$ cat src/logic/uart_cmd_pkg.sv
package uart_cmd_pkg;

  // serial frame: start, 8 data, parity, stop
  localparam int DATA_BITS  = 8;
  localparam int FRAME_BITS = DATA_BITS + 3;

  // command word from local logic, wr is the msb
  typedef struct packed {
    logic       wr;    // 1 write, 0 read
    logic [6:0] addr;
    logic [7:0] data;  // don't care on reads
  } cmd_t;

  // one received response frame
  typedef struct packed {
    logic [7:0] data;
    logic       parity_ok;  // ones over data+parity are odd
    logic       stop_ok;    // stop bit sampled high
  } rx_result_t;

  typedef enum logic [2:0] {
    idle,
    send_addr,
    gap,
    send_data,
    wait_rsp,
    report
  } seq_state_e;

  // parity bit that makes the total count of ones odd
  function automatic logic odd_parity(input logic [7:0] b);
    return ~^b;
  endfunction

endpackage

$ cat src/logic/uart_tx.sv
`timescale 1ns/1ns

module uart_tx #(
  parameter int CLKS_PER_BIT = 434
) (
  input  logic       clk,
  input  logic       rst_n,
  input  logic       tx_start,
  input  logic [7:0] tx_byte,
  output logic       tx,
  output logic       tx_done
);

  localparam int CNT_W = (CLKS_PER_BIT > 1) ? $clog2(CLKS_PER_BIT) : 1;
  localparam int IDX_W = $clog2(uart_cmd_pkg::FRAME_BITS);
  localparam int SHW   = uart_cmd_pkg::FRAME_BITS - 1;

  logic             busy;
  logic [CNT_W-1:0] clk_cnt;
  logic [IDX_W-1:0] bit_idx;   // 0 = start bit, FRAME_BITS-1 = stop bit
  logic [SHW-1:0]   frame_q;   // bits still to go out, lsb next
  logic             bit_end;
  logic             last_bit;

  assign bit_end  = (clk_cnt == CNT_W'(CLKS_PER_BIT - 1));
  assign last_bit = (bit_idx == IDX_W'(uart_cmd_pkg::FRAME_BITS - 1));

  // high in the final cycle of the stop bit
  assign tx_done = busy && bit_end && last_bit;

  always_ff @(posedge clk or negedge rst_n)
  begin
    if (!rst_n)
    begin
      busy    <= 1'b0;
      clk_cnt <= '0;
      bit_idx <= '0;
      tx      <= 1'b1;
    end
    else if (!busy)
    begin
      if (tx_start)
      begin
        busy    <= 1'b1;
        clk_cnt <= '0;
        bit_idx <= '0;
        tx      <= 1'b0;  // start bit
      end
    end
    else if (bit_end)
    begin
      clk_cnt <= '0;
      if (last_bit)
      begin
        busy <= 1'b0;
        tx   <= 1'b1;  // back to idle level
      end
      else
      begin
        bit_idx <= bit_idx + 1'b1;
        tx      <= frame_q[0];
      end
    end
    else
    begin
      clk_cnt <= clk_cnt + 1'b1;
    end
  end

  // byte and parity latched at start, then shifted out lsb first
  always_ff @(posedge clk)
  begin
    if (!busy && tx_start)
      frame_q <= {1'b1, uart_cmd_pkg::odd_parity(tx_byte), tx_byte};
    else if (busy && bit_end)
      frame_q <= {1'b1, frame_q[SHW-1:1]};
  end

endmodule

$ cat src/logic/uart_rx.sv
`timescale 1ns/1ns

module uart_rx #(
  parameter int CLKS_PER_BIT = 434
) (
  input  logic                    clk,
  input  logic                    rst_n,
  input  logic                    rx,
  input  logic                    rx_arm,
  output logic                    rx_busy,
  output logic                    rx_valid,
  output uart_cmd_pkg::rx_result_t rx_result
);

  localparam int CNT_W = (CLKS_PER_BIT > 1) ? $clog2(CLKS_PER_BIT) : 1;
  localparam int HALF  = (CLKS_PER_BIT > 1) ? CLKS_PER_BIT / 2 : 1;
  localparam int BIT_W = $clog2(uart_cmd_pkg::DATA_BITS);

  typedef enum logic [2:0] {
    rx_idle,
    rx_start,
    rx_data,
    rx_parity,
    rx_stop
  } rx_state_e;

  rx_state_e        state;
  logic             rx_meta;
  logic             rx_sync;
  logic             rx_prev;
  logic [CNT_W-1:0] clk_cnt;
  logic [BIT_W-1:0] bit_idx;
  logic [7:0]       shift_q;
  logic             par_ok;
  logic             fall;
  logic             bit_end;
  logic             half_end;

  // two-flop synchronizer plus one more stage for edge detect
  always_ff @(posedge clk or negedge rst_n)
  begin
    if (!rst_n)
    begin
      rx_meta <= 1'b1;
      rx_sync <= 1'b1;
      rx_prev <= 1'b1;
    end
    else
    begin
      rx_meta <= rx;
      rx_sync <= rx_meta;
      rx_prev <= rx_sync;
    end
  end

  assign fall     = rx_prev & ~rx_sync;
  assign bit_end  = (clk_cnt == CNT_W'(CLKS_PER_BIT - 1));
  assign half_end = (clk_cnt == CNT_W'(HALF - 1));
  assign rx_busy  = (state != rx_idle);

  always_ff @(posedge clk or negedge rst_n)
  begin
    if (!rst_n)
    begin
      state    <= rx_idle;
      clk_cnt  <= '0;
      bit_idx  <= '0;
      rx_valid <= 1'b0;
    end
    else
    begin
      rx_valid <= 1'b0;
      clk_cnt  <= clk_cnt + 1'b1;
      case (state)
        rx_idle:
        begin
          clk_cnt <= '0;
          if (rx_arm && fall)
            state <= rx_start;
        end
        rx_start:
        begin
          if (half_end)
          begin
            clk_cnt <= '0;
            bit_idx <= '0;
            state   <= rx_sync ? rx_idle : rx_data;  // high here means a glitch
          end
        end
        rx_data:
        begin
          if (bit_end)
          begin
            clk_cnt <= '0;
            bit_idx <= bit_idx + 1'b1;
            if (bit_idx == BIT_W'(uart_cmd_pkg::DATA_BITS - 1))
              state <= rx_parity;
          end
        end
        rx_parity:
        begin
          if (bit_end)
          begin
            clk_cnt <= '0;
            state   <= rx_stop;
          end
        end
        rx_stop:
        begin
          if (bit_end)
          begin
            state    <= rx_idle;
            rx_valid <= 1'b1;
          end
        end
        default: state <= rx_idle;
      endcase
    end
  end

  // data path, sampled at bit middles
  always_ff @(posedge clk)
  begin
    if (state == rx_data && bit_end)
      shift_q <= {rx_sync, shift_q[7:1]};  // lsb arrives first
    if (state == rx_parity && bit_end)
      par_ok <= ^{rx_sync, shift_q};
    if (state == rx_stop && bit_end)
    begin
      rx_result.data      <= shift_q;
      rx_result.parity_ok <= par_ok;
      rx_result.stop_ok   <= rx_sync;
    end
  end

endmodule

$ cat src/logic/cmd_sequencer.sv
`timescale 1ns/1ns

module cmd_sequencer #(
  parameter int GAP_CYCLES       = 100,
  parameter int RSP_TIMEOUT_BITS = 32,
  parameter int CLKS_PER_BIT     = 434
) (
  input  logic                     clk,
  input  logic                     rst_n,
  input  uart_cmd_pkg::cmd_t       cmd_in,
  input  logic                     cmd_vld,
  output logic                     cmd_rdy,
  output logic                     tx_start,
  output logic [7:0]               tx_byte,
  input  logic                     tx_done,
  output logic                     rx_arm,
  input  logic                     rx_busy,
  input  logic                     rx_valid,
  input  uart_cmd_pkg::rx_result_t rx_result,
  output logic [7:0]               read_data,
  output logic                     read_rdy,
  output logic                     rsp_err
);

  localparam int TIMEOUT_CYCLES = RSP_TIMEOUT_BITS * CLKS_PER_BIT;
  localparam int CNT_MAX = (GAP_CYCLES > TIMEOUT_CYCLES) ? GAP_CYCLES : TIMEOUT_CYCLES;
  localparam int CNT_W   = $clog2(CNT_MAX + 1);

  uart_cmd_pkg::seq_state_e state;
  uart_cmd_pkg::cmd_t       cmd_q;
  logic [CNT_W-1:0]         cnt;      // shared by gap and response timeout
  logic                     rsp_ok;
  logic                     rsp_good;
  logic                     gap_end;
  logic                     rsp_timeout;

  assign gap_end     = (cnt == CNT_W'(GAP_CYCLES - 1));
  assign rsp_timeout = (cnt == CNT_W'(TIMEOUT_CYCLES - 1));
  assign rsp_good    = rx_result.parity_ok && rx_result.stop_ok;

  assign cmd_rdy  = (state == uart_cmd_pkg::idle);
  assign rx_arm   = (state == uart_cmd_pkg::wait_rsp);
  assign read_rdy = (state == uart_cmd_pkg::report) && rsp_ok;
  assign rsp_err  = (state == uart_cmd_pkg::report) && !rsp_ok;

  // first frame is {wr, addr}, second is the data byte
  assign tx_byte = (state == uart_cmd_pkg::send_data) ? cmd_q.data
                                                      : {cmd_q.wr, cmd_q.addr};

  always_ff @(posedge clk or negedge rst_n)
  begin
    if (!rst_n)
    begin
      state    <= uart_cmd_pkg::idle;
      tx_start <= 1'b0;
      cnt      <= '0;
      rsp_ok   <= 1'b0;
    end
    else
    begin
      tx_start <= 1'b0;
      case (state)
        uart_cmd_pkg::idle:
        begin
          if (cmd_vld)
          begin
            state    <= uart_cmd_pkg::send_addr;
            tx_start <= 1'b1;
          end
        end
        uart_cmd_pkg::send_addr:
        begin
          cnt <= '0;
          if (tx_done)
            state <= uart_cmd_pkg::gap;
        end
        uart_cmd_pkg::gap:
        begin
          if (gap_end)
          begin
            state    <= uart_cmd_pkg::send_data;
            tx_start <= 1'b1;
          end
          else
            cnt <= cnt + 1'b1;
        end
        uart_cmd_pkg::send_data:
        begin
          cnt <= '0;
          if (tx_done)
            state <= cmd_q.wr ? uart_cmd_pkg::idle : uart_cmd_pkg::wait_rsp;
        end
        uart_cmd_pkg::wait_rsp:
        begin
          if (rx_valid)
          begin
            state  <= uart_cmd_pkg::report;
            rsp_ok <= rsp_good;
          end
          else if (!rx_busy)  // timer frozen while a frame is coming in
          begin
            if (rsp_timeout)
            begin
              state  <= uart_cmd_pkg::report;
              rsp_ok <= 1'b0;
            end
            else
              cnt <= cnt + 1'b1;
          end
        end
        uart_cmd_pkg::report: state <= uart_cmd_pkg::idle;
        default:              state <= uart_cmd_pkg::idle;
      endcase
    end
  end

  // command capture and read result
  always_ff @(posedge clk)
  begin
    if (state == uart_cmd_pkg::idle && cmd_vld)
      cmd_q <= cmd_in;
    if (state == uart_cmd_pkg::wait_rsp && rx_valid && rsp_good)
      read_data <= rx_result.data;  // kept until the next good response
  end

endmodule

$ cat src/logic/uart_cmd_master.sv
`timescale 1ns/1ns

module uart_cmd_master #(
  parameter int CLKS_PER_BIT     = 434,
  parameter int GAP_CYCLES       = 100,
  parameter int RSP_TIMEOUT_BITS = 32
) (
  input  logic               clk,
  input  logic               rst_n,
  input  uart_cmd_pkg::cmd_t cmd_in,
  input  logic               cmd_vld,
  input  logic               rx,
  output logic               tx,
  output logic               cmd_rdy,
  output logic [7:0]         read_data,
  output logic               read_rdy,
  output logic               rsp_err
);

  logic                     tx_start;
  logic [7:0]               tx_byte;
  logic                     tx_done;
  logic                     rx_arm;
  logic                     rx_busy;
  logic                     rx_valid;
  uart_cmd_pkg::rx_result_t rx_result;

  cmd_sequencer #(
    .GAP_CYCLES       (GAP_CYCLES),
    .RSP_TIMEOUT_BITS (RSP_TIMEOUT_BITS),
    .CLKS_PER_BIT     (CLKS_PER_BIT)
  ) i_cmd_sequencer (
    .clk       (clk),
    .rst_n     (rst_n),
    .cmd_in    (cmd_in),
    .cmd_vld   (cmd_vld),
    .cmd_rdy   (cmd_rdy),
    .tx_start  (tx_start),
    .tx_byte   (tx_byte),
    .tx_done   (tx_done),
    .rx_arm    (rx_arm),
    .rx_busy   (rx_busy),
    .rx_valid  (rx_valid),
    .rx_result (rx_result),
    .read_data (read_data),
    .read_rdy  (read_rdy),
    .rsp_err   (rsp_err)
  );

  uart_tx #(
    .CLKS_PER_BIT (CLKS_PER_BIT)
  ) i_uart_tx (
    .clk      (clk),
    .rst_n    (rst_n),
    .tx_start (tx_start),
    .tx_byte  (tx_byte),
    .tx       (tx),
    .tx_done  (tx_done)
  );

  // response path, only listens while the sequencer arms it
  uart_rx #(
    .CLKS_PER_BIT (CLKS_PER_BIT)
  ) i_uart_rx (
    .clk       (clk),
    .rst_n     (rst_n),
    .rx        (rx),
    .rx_arm    (rx_arm),
    .rx_busy   (rx_busy),
    .rx_valid  (rx_valid),
    .rx_result (rx_result)
  );

endmodule

$ cat config.mk
export PLATFORM = sky130hd
export DESIGN_NAME = uart_cmd_master
export DESIGN_NICKNAME = d
export VERILOG_FILES = /design/src/logic/uart_cmd_pkg.sv /design/src/logic/uart_tx.sv /design/src/logic/uart_rx.sv /design/src/logic/cmd_sequencer.sv /design/src/logic/uart_cmd_master.sv
export SDC_FILE = /design/constraint.sdc
export NUM_CORES = 1
export LEC_CHECK = 0
export BUFFER_PORTS_ARGS = -buffer_cell sky130_fd_sc_hd__buf_2
export CAP_MARGIN = 20
export CORE_ASPECT_RATIO = 0.75
export CORE_MARGIN = 2
export CORE_UTILIZATION = 40
export DETAILED_ROUTE_END_ITERATION = 8
export GPL_TIMING_DRIVEN = 1
export PLACE_DENSITY = 0.66
export SLEW_MARGIN = 15
export SYNTH_ARGS = -nofsm -noshare
export SYNTH_HDL_FRONTEND = slang
export SYNTH_SLANG_ARGS = --single-unit
$ cat constraint.sdc
create_clock -name clk -period 4.4 [get_ports clk]
set_clock_uncertainty 0.15 [all_clocks]
set_input_delay 0.88 -clock clk [delete_from_list [all_inputs] [get_ports clk]]
set_output_delay 0.88 -clock clk [all_outputs]
set_load 0.02 [all_outputs]
==> impl_metrics.yaml, run 1 <==
outcome:
  status: "finished, final reports clean"
critical_path:
  critPathArrivalTime_ns: 1.47
  path_cells: "nor3_1, buf_2"
  crit_path_max_fanout: 12
  cpPeakStageDelay_ns: 0.49
  start_kind: "flip-flop"
  critPathRequiredTime_ns: 3.37
  criticalPathCategory: "flip-flop to output pin"
  cp_slowest_cell: "dfrtp_1"
  critPathBufInv: 1
  path_delay_family: "flip-flops"
  cp-end-kind: "output pin"
place:
  place.gp.congestion: 0.914
  hpwl_um: 6210
  dpl-instance-area_mm2: 0.00516
  pre_cts_slack_ns: 1.79
  io_buffer_count: 31
timing:
  setup_violations: 0
  finalCritPeriodShare: 0.568
  tns_ns: 0
  timing.fmax_mhz: 400
  whs_ns: 0.210
  final.min_clock_period_ns: 2.50
  max-slew-margin-rel: 0.400
  worst_pin_slew_ns: 0.894
  rsz0062_at_grt: "false"
  maxSlewViolCount: 0
  hold_viol_final: 0
  setup_slack_ns: 1.90
run:
  cap_viol_max_count: 0
global_route:
  grt_usage: 0.143
  grt_max_degree: 31
  grt_pass1_wl_um: 15100
  grt_remaining_overflow: 0
  grt_pass1_vias: 3100
  antenna_found_initial: 0
cells_and_area:
  diodes: 0
  final_area_mm2: 0.00549
  post-route-util: 0.468
  final_common_cell: "edfxtp_1"
  syn2layout_area_growth_pct: 12.8
  most-common-layout-cells: "edfxtp_1, dfrtp_1, o21ai_0, nor2_1, buf_2"
  nets: 478
  drive_above_1_share: 0.152
clocking:
  cts_buffers: 9
  cts_tree: "built"
  cts_root_buf: "clkbuf_16"
  postCtsSetupBuffers: 0
  clk_pin_slew_worst_paths_ns: 0.08
  numClockSinks: 105
  cts_max_level: 3
  post_cts_resized: 0
  clock_latency_ns: 0.35
  cts_buffer_depth: 2
  holdBufCountCts: 0
logic_synthesis:
  yosysWarnings: 0
  synth_cell_types: 54
  syn_area_per_cell_um2: 11.6
  syn_area_mm2: 0.00487
  async_reset_ff_frac: 0.505
  ys_ff_latch: 105
  synth_fp_nets: 448
  netlist_instances: 418
  yosys_most_used_dff: "edfxtp_1"
  synth_edf_count: 52
  seq_area_frac_synth: 0.594
power:
  p_leak_nw: 2.17
  clockPowerShare: 0.428
  power_density_mw_per_mm2: 351
  p_sw_frac: 0.232
  cell_internal_pwr_mw: 1.48
  p_seq_frac: 0.547
  p_switching_mw: 0.447
  power_frac_comb: 0.025
  peakVddDrop_mv: 0.221
floorplanning:
  core_mm2: 0.0117
  rows: 34
  die_area_mm2: 0.0131
  io_pins: 32
  start_util: 0.415
  die_w_um: 131
  die_y_um: 99.5
detailed_routing:
  ant_nets: 0
  drc: 0
  drt-initial-drc-count: 113
  wl_um: 8700
  first_pass_iters: 4
  wl_per_cell_um: 14.1
  via_per_inst: 5.18
  route.vias.total: 3186
worst_hold_path:
  hold_class: "flip-flop to flip-flop"
## registers in the layout, summed over array words and instances, names as in the netlist, 8 cells and up
signal	count
i_cmd_sequencer.read_data	8
i_uart_tx.frame_q	9
i_uart_tx.clk_cnt	9
i_cmd_sequencer.cnt	14
i_cmd_sequencer.cmd_q	16
i_uart_rx.shift_q	8
i_uart_rx.rx_result	10
i_uart_rx.clk_cnt	9
## stage by stage
step,power (mW),std cells
6_report,1.93,615
5_1_grt,2.00,615
4_1_cts,1.95,614
3_5_place_dp,1.12,598
3_3_place_gp,1.12,598
2_1_floorplan,1.09,418
## power by group through the flow
stage / Sequential (mW) / Clock [mW] / Combinational (mW)
after floorplan: 1.07 / 0 / 0.0241
after global placement: 1.07 / 0 / 0.0470
final: 1.05 / 0.824 / 0.0481
after CTS: 1.05 / 0.851 / 0.0497
after detailed placement: 1.07 / 0 / 0.0496
after global routing: 1.06 / 0.887 / 0.0570
## final timing paths
| kind | endpoint | start | cells after the start | slack, ns |
|---|---|---|---|---|
| min in group asynchronous | i_uart_tx.clk_cnt[4]$_DFFE_PN0P_ | rst_n | 1 | 0.44 |
| min | i_uart_rx.rx_sync$_DFF_PN1_ | i_uart_rx.rx_meta$_DFF_PN1_ | 0 | 0.21 |
| max | cmd_rdy | i_cmd_sequencer.state[2]$_DFFE_PN0P_ | 2 | 1.90 |
| max in group asynchronous | i_uart_rx.rx_meta$_DFF_PN1_ | rst_n | 2 | 2.83 |
| max reg2reg | i_uart_tx.frame_q[4]$_DFFE_PP_ | i_uart_tx.clk_cnt[1]$_DFFE_PN0P_ | 6 | 2.00 |
| min reg2reg | i_uart_rx.rx_sync$_DFF_PN1_ | i_uart_rx.rx_meta$_DFF_PN1_ | 0 | 0.21 |
## cell usage after synthesis (2+ instances only)
cell / number / area [µm²]
a21oi_1: 11 / 55.1
a22oi_1: 2 / 15.0
a31o_2: 2 / 17.5
a31oi_1: 4 / 25.0
and2_1: 5 / 31.3
and3_1: 7 / 43.8
buf_2: 4 / 20.0
buf_6: 3 / 33.8
clkbuf_1: 7 / 26.3
dfrtp_1: 49 / 1230
dfstp_2: 4 / 105
edfxtp_1: 52 / 1560
ha_1: 10 / 125
inv_1: 12 / 45.0
mux2i_1: 9 / 90.1
nand2_1: 30 / 113
nand2b_1: 5 / 31.3
nand3_1: 18 / 90.1
nand3b_1: 2 / 15.0
nand4_1: 12 / 75.1
nor2_1: 32 / 120
nor2b_1: 9 / 56.3
nor3_1: 7 / 35.0
nor3b_1: 2 / 15.0
nor4_1: 3 / 18.8
o21ai_0: 34 / 170
o21bai_1: 2 / 15.0
o22ai_1: 3 / 18.8
o31ai_1: 12 / 90.1
o41ai_1: 2 / 17.5
or2_2: 3 / 18.8
or3_1: 2 / 12.5
or4_1: 4 / 30.0
xnor2_1: 20 / 175
xor2_1: 16 / 140
## layer usage
| metal | part of all wire | vias up | global-route usage |
|---|---|---|---|
| met2 | 0.46 | 51 | 0.217 |
| li1 | - | 1590 | - |
| met1 | 0.50 | 1543 | 0.205 |
| met4 | 0.0022 | 0 | 0.0410 |
| met3 | 0.037 | 2 | 0.0367 |
| met5 | 0 | - | 0 |
## final cells by class
class | count | area (µm²)
fill | 1087 | 6250
sequential | 105 | 2890
multi-input combinational | 287 | 1860
clock buffer | 9 | 225
tap | 162 | 203
timing repair buffer | 33 | 170
clock inverter | 7 | 98.8
inverter | 12 | 45.0
## kinds of logic (layout without fill, tap and decap cells)
logic type                 Yosys count  in the layout  synth area share
DFF                                105            105             0.594
xor gates and xnor gates            36             36            0.0648
buffers and inverters               26             61            0.0257
muxes                                9              9            0.0185
and+or+nand+nor                    153            153             0.169
adders and majority gates           10             10            0.0257
AOI/OAI and AO/OA                   79             79             0.102
No activity file was read; power rests on OpenSTA's default activity.
==> run 2, diff against run 1 <==
- clock period: 4.4 -> 2.6 ns (I/O delays scaled with it)
==> impl_metrics.yaml, run 2 (synthesis gave the netlist of run 1 again) <==
floorplanning:
  die_area_mm2: 0.0131
  rows: 34
  start_util: 0.415
  die_y_um: 99.5
  die_w_um: 131
  core_mm2: 0.0117
  io_pins: 32
timing:
  whs_ns: -0.00767
  timing.fmax_mhz: 448
  finalCritPeriodShare: 0.859
  final.min_clock_period_ns: 2.23
  worst_pin_slew_ns: 0.639
  rsz0062_at_grt: "false"
  maxSlewViolCount: 0
  max-slew-margin-rel: 0.572
  hold_viol_final: 4
  setup_violations: 0
  tns_ns: 0
cells_and_area:
  seqCellArea_mm2: 0.00289
  largest_register_ff_count: 16
  syn2layout_area_growth_pct: 13.9
  nets: 485
  final.fill_count: 1068
  top_register: "i_cmd_sequencer.cmd_q"
  multi_input_area_mm2: 0.00186
  diodes: 0
  post-route-util: 0.472
  final_common_cell: "edfxtp_1"
  top_regs: "i_cmd_sequencer.cmd_q: 16 flops, i_cmd_sequencer.cnt: 14 flops, i_uart_rx.rx_result: 10 flops"
  drive_above_1_share: 0.165
  most-common-layout-cells: "edfxtp_1, dfrtp_1, o21ai_0, nor2_1, buf_2"
clocking:
  cts_tree: "built"
  cts_root_buf: "clkbuf_16"
  cts_max_level: 3
  postCtsSetupBuffers: 0
  post_cts_resized: 0
  clock_latency_ns: 0.35
  clk_pin_slew_worst_paths_ns: 0.08
  cts_buffer_depth: 2
  cts_buffers: 9
  numClockSinks: 105
  holdBufCountCts: 0
global_route:
  grt_max_degree: 54
  antenna_found_initial: 0
  grt_pass1_wl_um: 15700
  grt_remaining_overflow: 0
  grt_pass1_vias: 3225
  grt_usage: 0.149
place:
  io_buffer_count: 31
  hpwl_um: 6460
  place.gp.congestion: 0.862
power:
  p_leak_nw: 2.21
  peakVddDrop_mv: 0.343
  power_density_mw_per_mm2: 587
worst_hold_path:
  hold_class: "primary input to asynchronous set/reset pin"
critical_path:
  crit_path_max_fanout: 15
  criticalPathCategory: "flip-flop to flip-flop"
  critPathArrivalTime_ns: 2.36
  critPathRequiredTime_ns: 2.73
  cpPeakStageDelay_ns: 0.56
  regToRegSetupSlack_ns: 0.37
  start_kind: "flip-flop"
  cp_slowest_cell: "or4_1"
  path_cells: "ha_1, nand3b_1, nor4_2, o21a_1, or4_1, a21oi_1"
  cp-end-kind: "flip-flop"
outcome:
  violations: "hold timing"
  status: "finished with violations"
detailed_routing:
  route.vias.total: 3229
  drc: 0
  ant_nets: 0
  wl_um: 8950
  drt-initial-drc-count: 195
  wl_per_cell_um: 14.4
  first_pass_iters: 4
  via_per_inst: 5.19
run:
  cap_viol_max_count: 0
-- run 2: power by group --
group | internal, mW | switching [mW]
sequential | 1.76 | 0.0251
clock | 0.698 | 0.690
combinational | 0.0377 | 0.0471
total | 2.49 | 0.762
-- run 2: area by class of cell --
type	count	area share
Timing Repair Buffer	40	0.0424
Inverter	12	0.00812
Clock inverter	7	0.0160
Tap cell	162	0.0366
Sequential cell	105	0.522
Multi-Input combinational cell	287	0.335
Clock buffer	9	0.0406
-- run 2: path summary, 6_finish.rpt --
kind / from / to / cells after the start
max: i_cmd_sequencer.cnt[0]$_DFFE_PN0P_ / i_cmd_sequencer.cnt[4]$_DFFE_PN0P_ / 6
max in group asynchronous: rst_n / i_uart_rx.rx_sync$_DFF_PN1_ / 2
min reg2reg: i_uart_rx.rx_meta$_DFF_PN1_ / i_uart_rx.rx_sync$_DFF_PN1_ / 0
min in group clk: rx / i_uart_rx.rx_meta$_DFF_PN1_ / 1
min: rst_n / i_uart_tx.clk_cnt[6]$_DFFE_PN0P_ / 2
max reg2reg: i_cmd_sequencer.cnt[0]$_DFFE_PN0P_ / i_cmd_sequencer.cnt[4]$_DFFE_PN0P_ / 6
-- run 2: metal layers --
| layer | vias up | track usage | wire [µm] |
|---|---|---|---|
| met1 | 1568 | 0.211 | 4410 |
| met4 | 0 | 0.0309 | 57 |
| li1 | 1604 | - | - |
| met3 | 9 | 0.0367 | 317 |
| met5 | - | 0 | 0 |
| met2 | 48 | 0.234 | 4170 |
-- run 2: worst max-delay path: cells and delay by family (launching register included) --
kind | cells | cell delay (ns)
AO/OA/AOI/OAI | 2 | 0.50
adder cells (fa/ha/maj) | 1 | 0.29
flip-flops | 1 | 0.42
AND/OR/NAND/NOR | 3 | 0.80
-- run 2: metrics by stage --
stage / worst slack [ns] / power [mW] / instances / instance area, µm²
finish: 0.366 / 3.26 / 622 / 5550
global route: 0.212 / 3.39 / 622 / 5550
CTS: 0.370 / 3.29 / 622 / 5550
detailed placement: 0.375 / 1.91 / 606 / 5230
global placement: 0.455 / 1.90 / 606 / 5230
floorplan: 0.338 / 1.85 / 418 / 4870
==> run 3, diff against run 2 <==
- MAX_ROUTING_LAYER: not set -> met4
==> impl_metrics.yaml, run 3 (synthesis gave the netlist of run 1 again) <==
floorplanning:
  die_y_um: 99.5
  start_util: 0.415
  die_area_mm2: 0.0131
  io_pins: 32
  rows: 34
  die_w_um: 131
  core_mm2: 0.0117
critical_path:
  regToRegSetupSlack_ns: 0.36
  cp-end-kind: "flip-flop"
  critPathRequiredTime_ns: 2.72
  start_kind: "flip-flop"
  reg2reg_depth: 6
  critPathArrivalTime_ns: 2.36
  cp_slowest_cell: "or4_1"
  r2r-start: "i_cmd_sequencer.cnt[0]$_DFFE_PN0P_"
  path_cells: "ha_1, nand3b_1, nor4_2, o21a_1, or4_1, a21oi_1"
  criticalPathCategory: "flip-flop to flip-flop"
  crit_path_max_fanout: 15
  cpPeakStageDelay_ns: 0.56
  timing.rr.end: "i_cmd_sequencer.cnt[4]$_DFFE_PN0P_"
clocking:
  post_cts_resized: 0
  clock_latency_ns: 0.35
  postCtsSetupBuffers: 0
  holdBufCountCts: 0
  cts_buffers: 9
  cts_buffer_depth: 2
  clk_pin_slew_worst_paths_ns: 0.08
  numClockSinks: 105
  cts_root_buf: "clkbuf_16"
  cts_max_level: 3
  cts_tree: "built"
timing:
  worst_pin_slew_ns: 0.634
  finalCritPeriodShare: 0.861
  tns_ns: 0
  final.min_clock_period_ns: 2.24
  whs_ns: -0.000654
  maxSlewViolCount: 0
  max-slew-margin-rel: 0.576
  rsz0062_at_grt: "false"
  timing.fmax_mhz: 447
  setup_violations: 0
  hold_viol_final: 1
detailed_routing:
  ant_nets: 0
  drt-initial-drc-count: 179
  via_per_inst: 5.19
  wl_um: 9000
  wl_per_cell_um: 14.5
  first_pass_iters: 4
  drc: 0
  route.vias.total: 3228
global_route:
  antenna_found_initial: 0
  grt_max_degree: 54
  grt_pass1_vias: 3229
  grt_usage: 0.153
  grt_pass1_wl_um: 15700
  grt_remaining_overflow: 0
run:
  cap_viol_max_count: 0
power:
  p_leak_nw: 2.21
  peakVddDrop_mv: 0.342
  power_density_mw_per_mm2: 586
outcome:
  status: "finished with violations"
  violations: "hold timing"
cells_and_area:
  final_area_mm2: 0.00555
  drive_above_1_share: 0.165
  most-common-layout-cells: "edfxtp_1, dfrtp_1, o21ai_0, nor2_1, buf_2"
  nets: 485
  final.fill_count: 1068
  largest_register_ff_count: 16
  syn2layout_area_growth_pct: 13.9
  final_common_cell: "edfxtp_1"
  diodes: 0
  top_regs: "i_cmd_sequencer.cmd_q: 16 flops, i_cmd_sequencer.cnt: 14 flops, i_uart_rx.rx_result: 10 flops"
  post-route-util: 0.472
  top_register: "i_cmd_sequencer.cmd_q"
place:
  dpl-instance-area_mm2: 0.00523
  place.gp.congestion: 0.876
  io_buffer_count: 31
  hpwl_um: 6460
worst_hold_path:
  hold_class: "primary input to asynchronous set/reset pin"
==> run 3: through the flow <==
| stage | setup slack, ns | std cells | hold WS (ns) | total power, mW |
|---|---|---|---|---|
| global placement | 0.455 | 606 | 0.196 | 1.90 |
| CTS | 0.370 | 622 | 0.0194 | 3.29 |
| floorplan | 0.338 | 418 | 0.0744 | 1.85 |
| global route | 0.216 | 622 | 0.0275 | 3.39 |
| finish | 0.362 | 622 | -0.000654 | 3.25 |
| detailed placement | 0.375 | 606 | 0.199 | 1.91 |
==> run 3: worst max-delay path by stage <==
stage / to / slack [ns] / start / depth (start not counted)
6_report: i_cmd_sequencer.cnt[4]$_DFFE_PN0P_ / 0.36 / i_cmd_sequencer.cnt[0]$_DFFE_PN0P_ / 6
5_1_grt: i_uart_rx.rx_result[0]$_DFFE_PP_ / 0.22 / i_uart_rx.clk_cnt[1]$_DFF_PN0_ / 6
4_1_cts: i_cmd_sequencer.cnt[4]$_DFFE_PN0P_ / 0.37 / i_cmd_sequencer.cnt[0]$_DFFE_PN0P_ / 6
3_5_place_dp: i_cmd_sequencer.cnt[4]$_DFFE_PN0P_ / 0.37 / i_cmd_sequencer.cnt[0]$_DFFE_PN0P_ / 6
3_3_place_gp: i_cmd_sequencer.cnt[4]$_DFFE_PN0P_ / 0.46 / i_uart_rx.state[0]$_DFFE_PN0P_ / 4
2_1_floorplan: i_uart_rx.rx_result[0]$_DFFE_PP_ / 0.34 / i_uart_rx.clk_cnt[1]$_DFF_PN0_ / 5
==> run 3: where the power goes <==
| part | switching [mW] | internal [mW] | leakage, nW |
|---|---|---|---|
| sequential | 0.0252 | 1.76 | 1.18 |
| clock | 0.681 | 0.698 | 0.153 |
| combinational | 0.0472 | 0.0377 | 0.874 |
| total | 0.754 | 2.49 | 2.21 |
==> run 3: area by class of cell <==
type	instances	area (µm²)	area share
inverter	12	45.0	0.00812
multi-input combinational	287	1860	0.335
clock inverter	7	88.8	0.0160
tap	162	203	0.0366
sequential	105	2890	0.522
timing repair buffer	40	235	0.0424
clock buffer	9	225	0.0406
==> run 3: critical path, delay by kind of cell, from the launching register on <==
kind,cells,cell delay (ns)
compound gates,2,0.49
fa+ha+maj,1,0.30
flops,1,0.42
simple gates,3,0.80
==> run 3: per-layer routing <==
layer | wire (µm) | up-vias | track usage
met3 | 295 | 4 | 0.0367
met2 | 4260 | 47 | 0.236
li1 | - | 1604 | -
met4 | 18 | 0 | 0.0309
met1 | 4420 | 1573 | 0.209
met5 | 0 | - | -
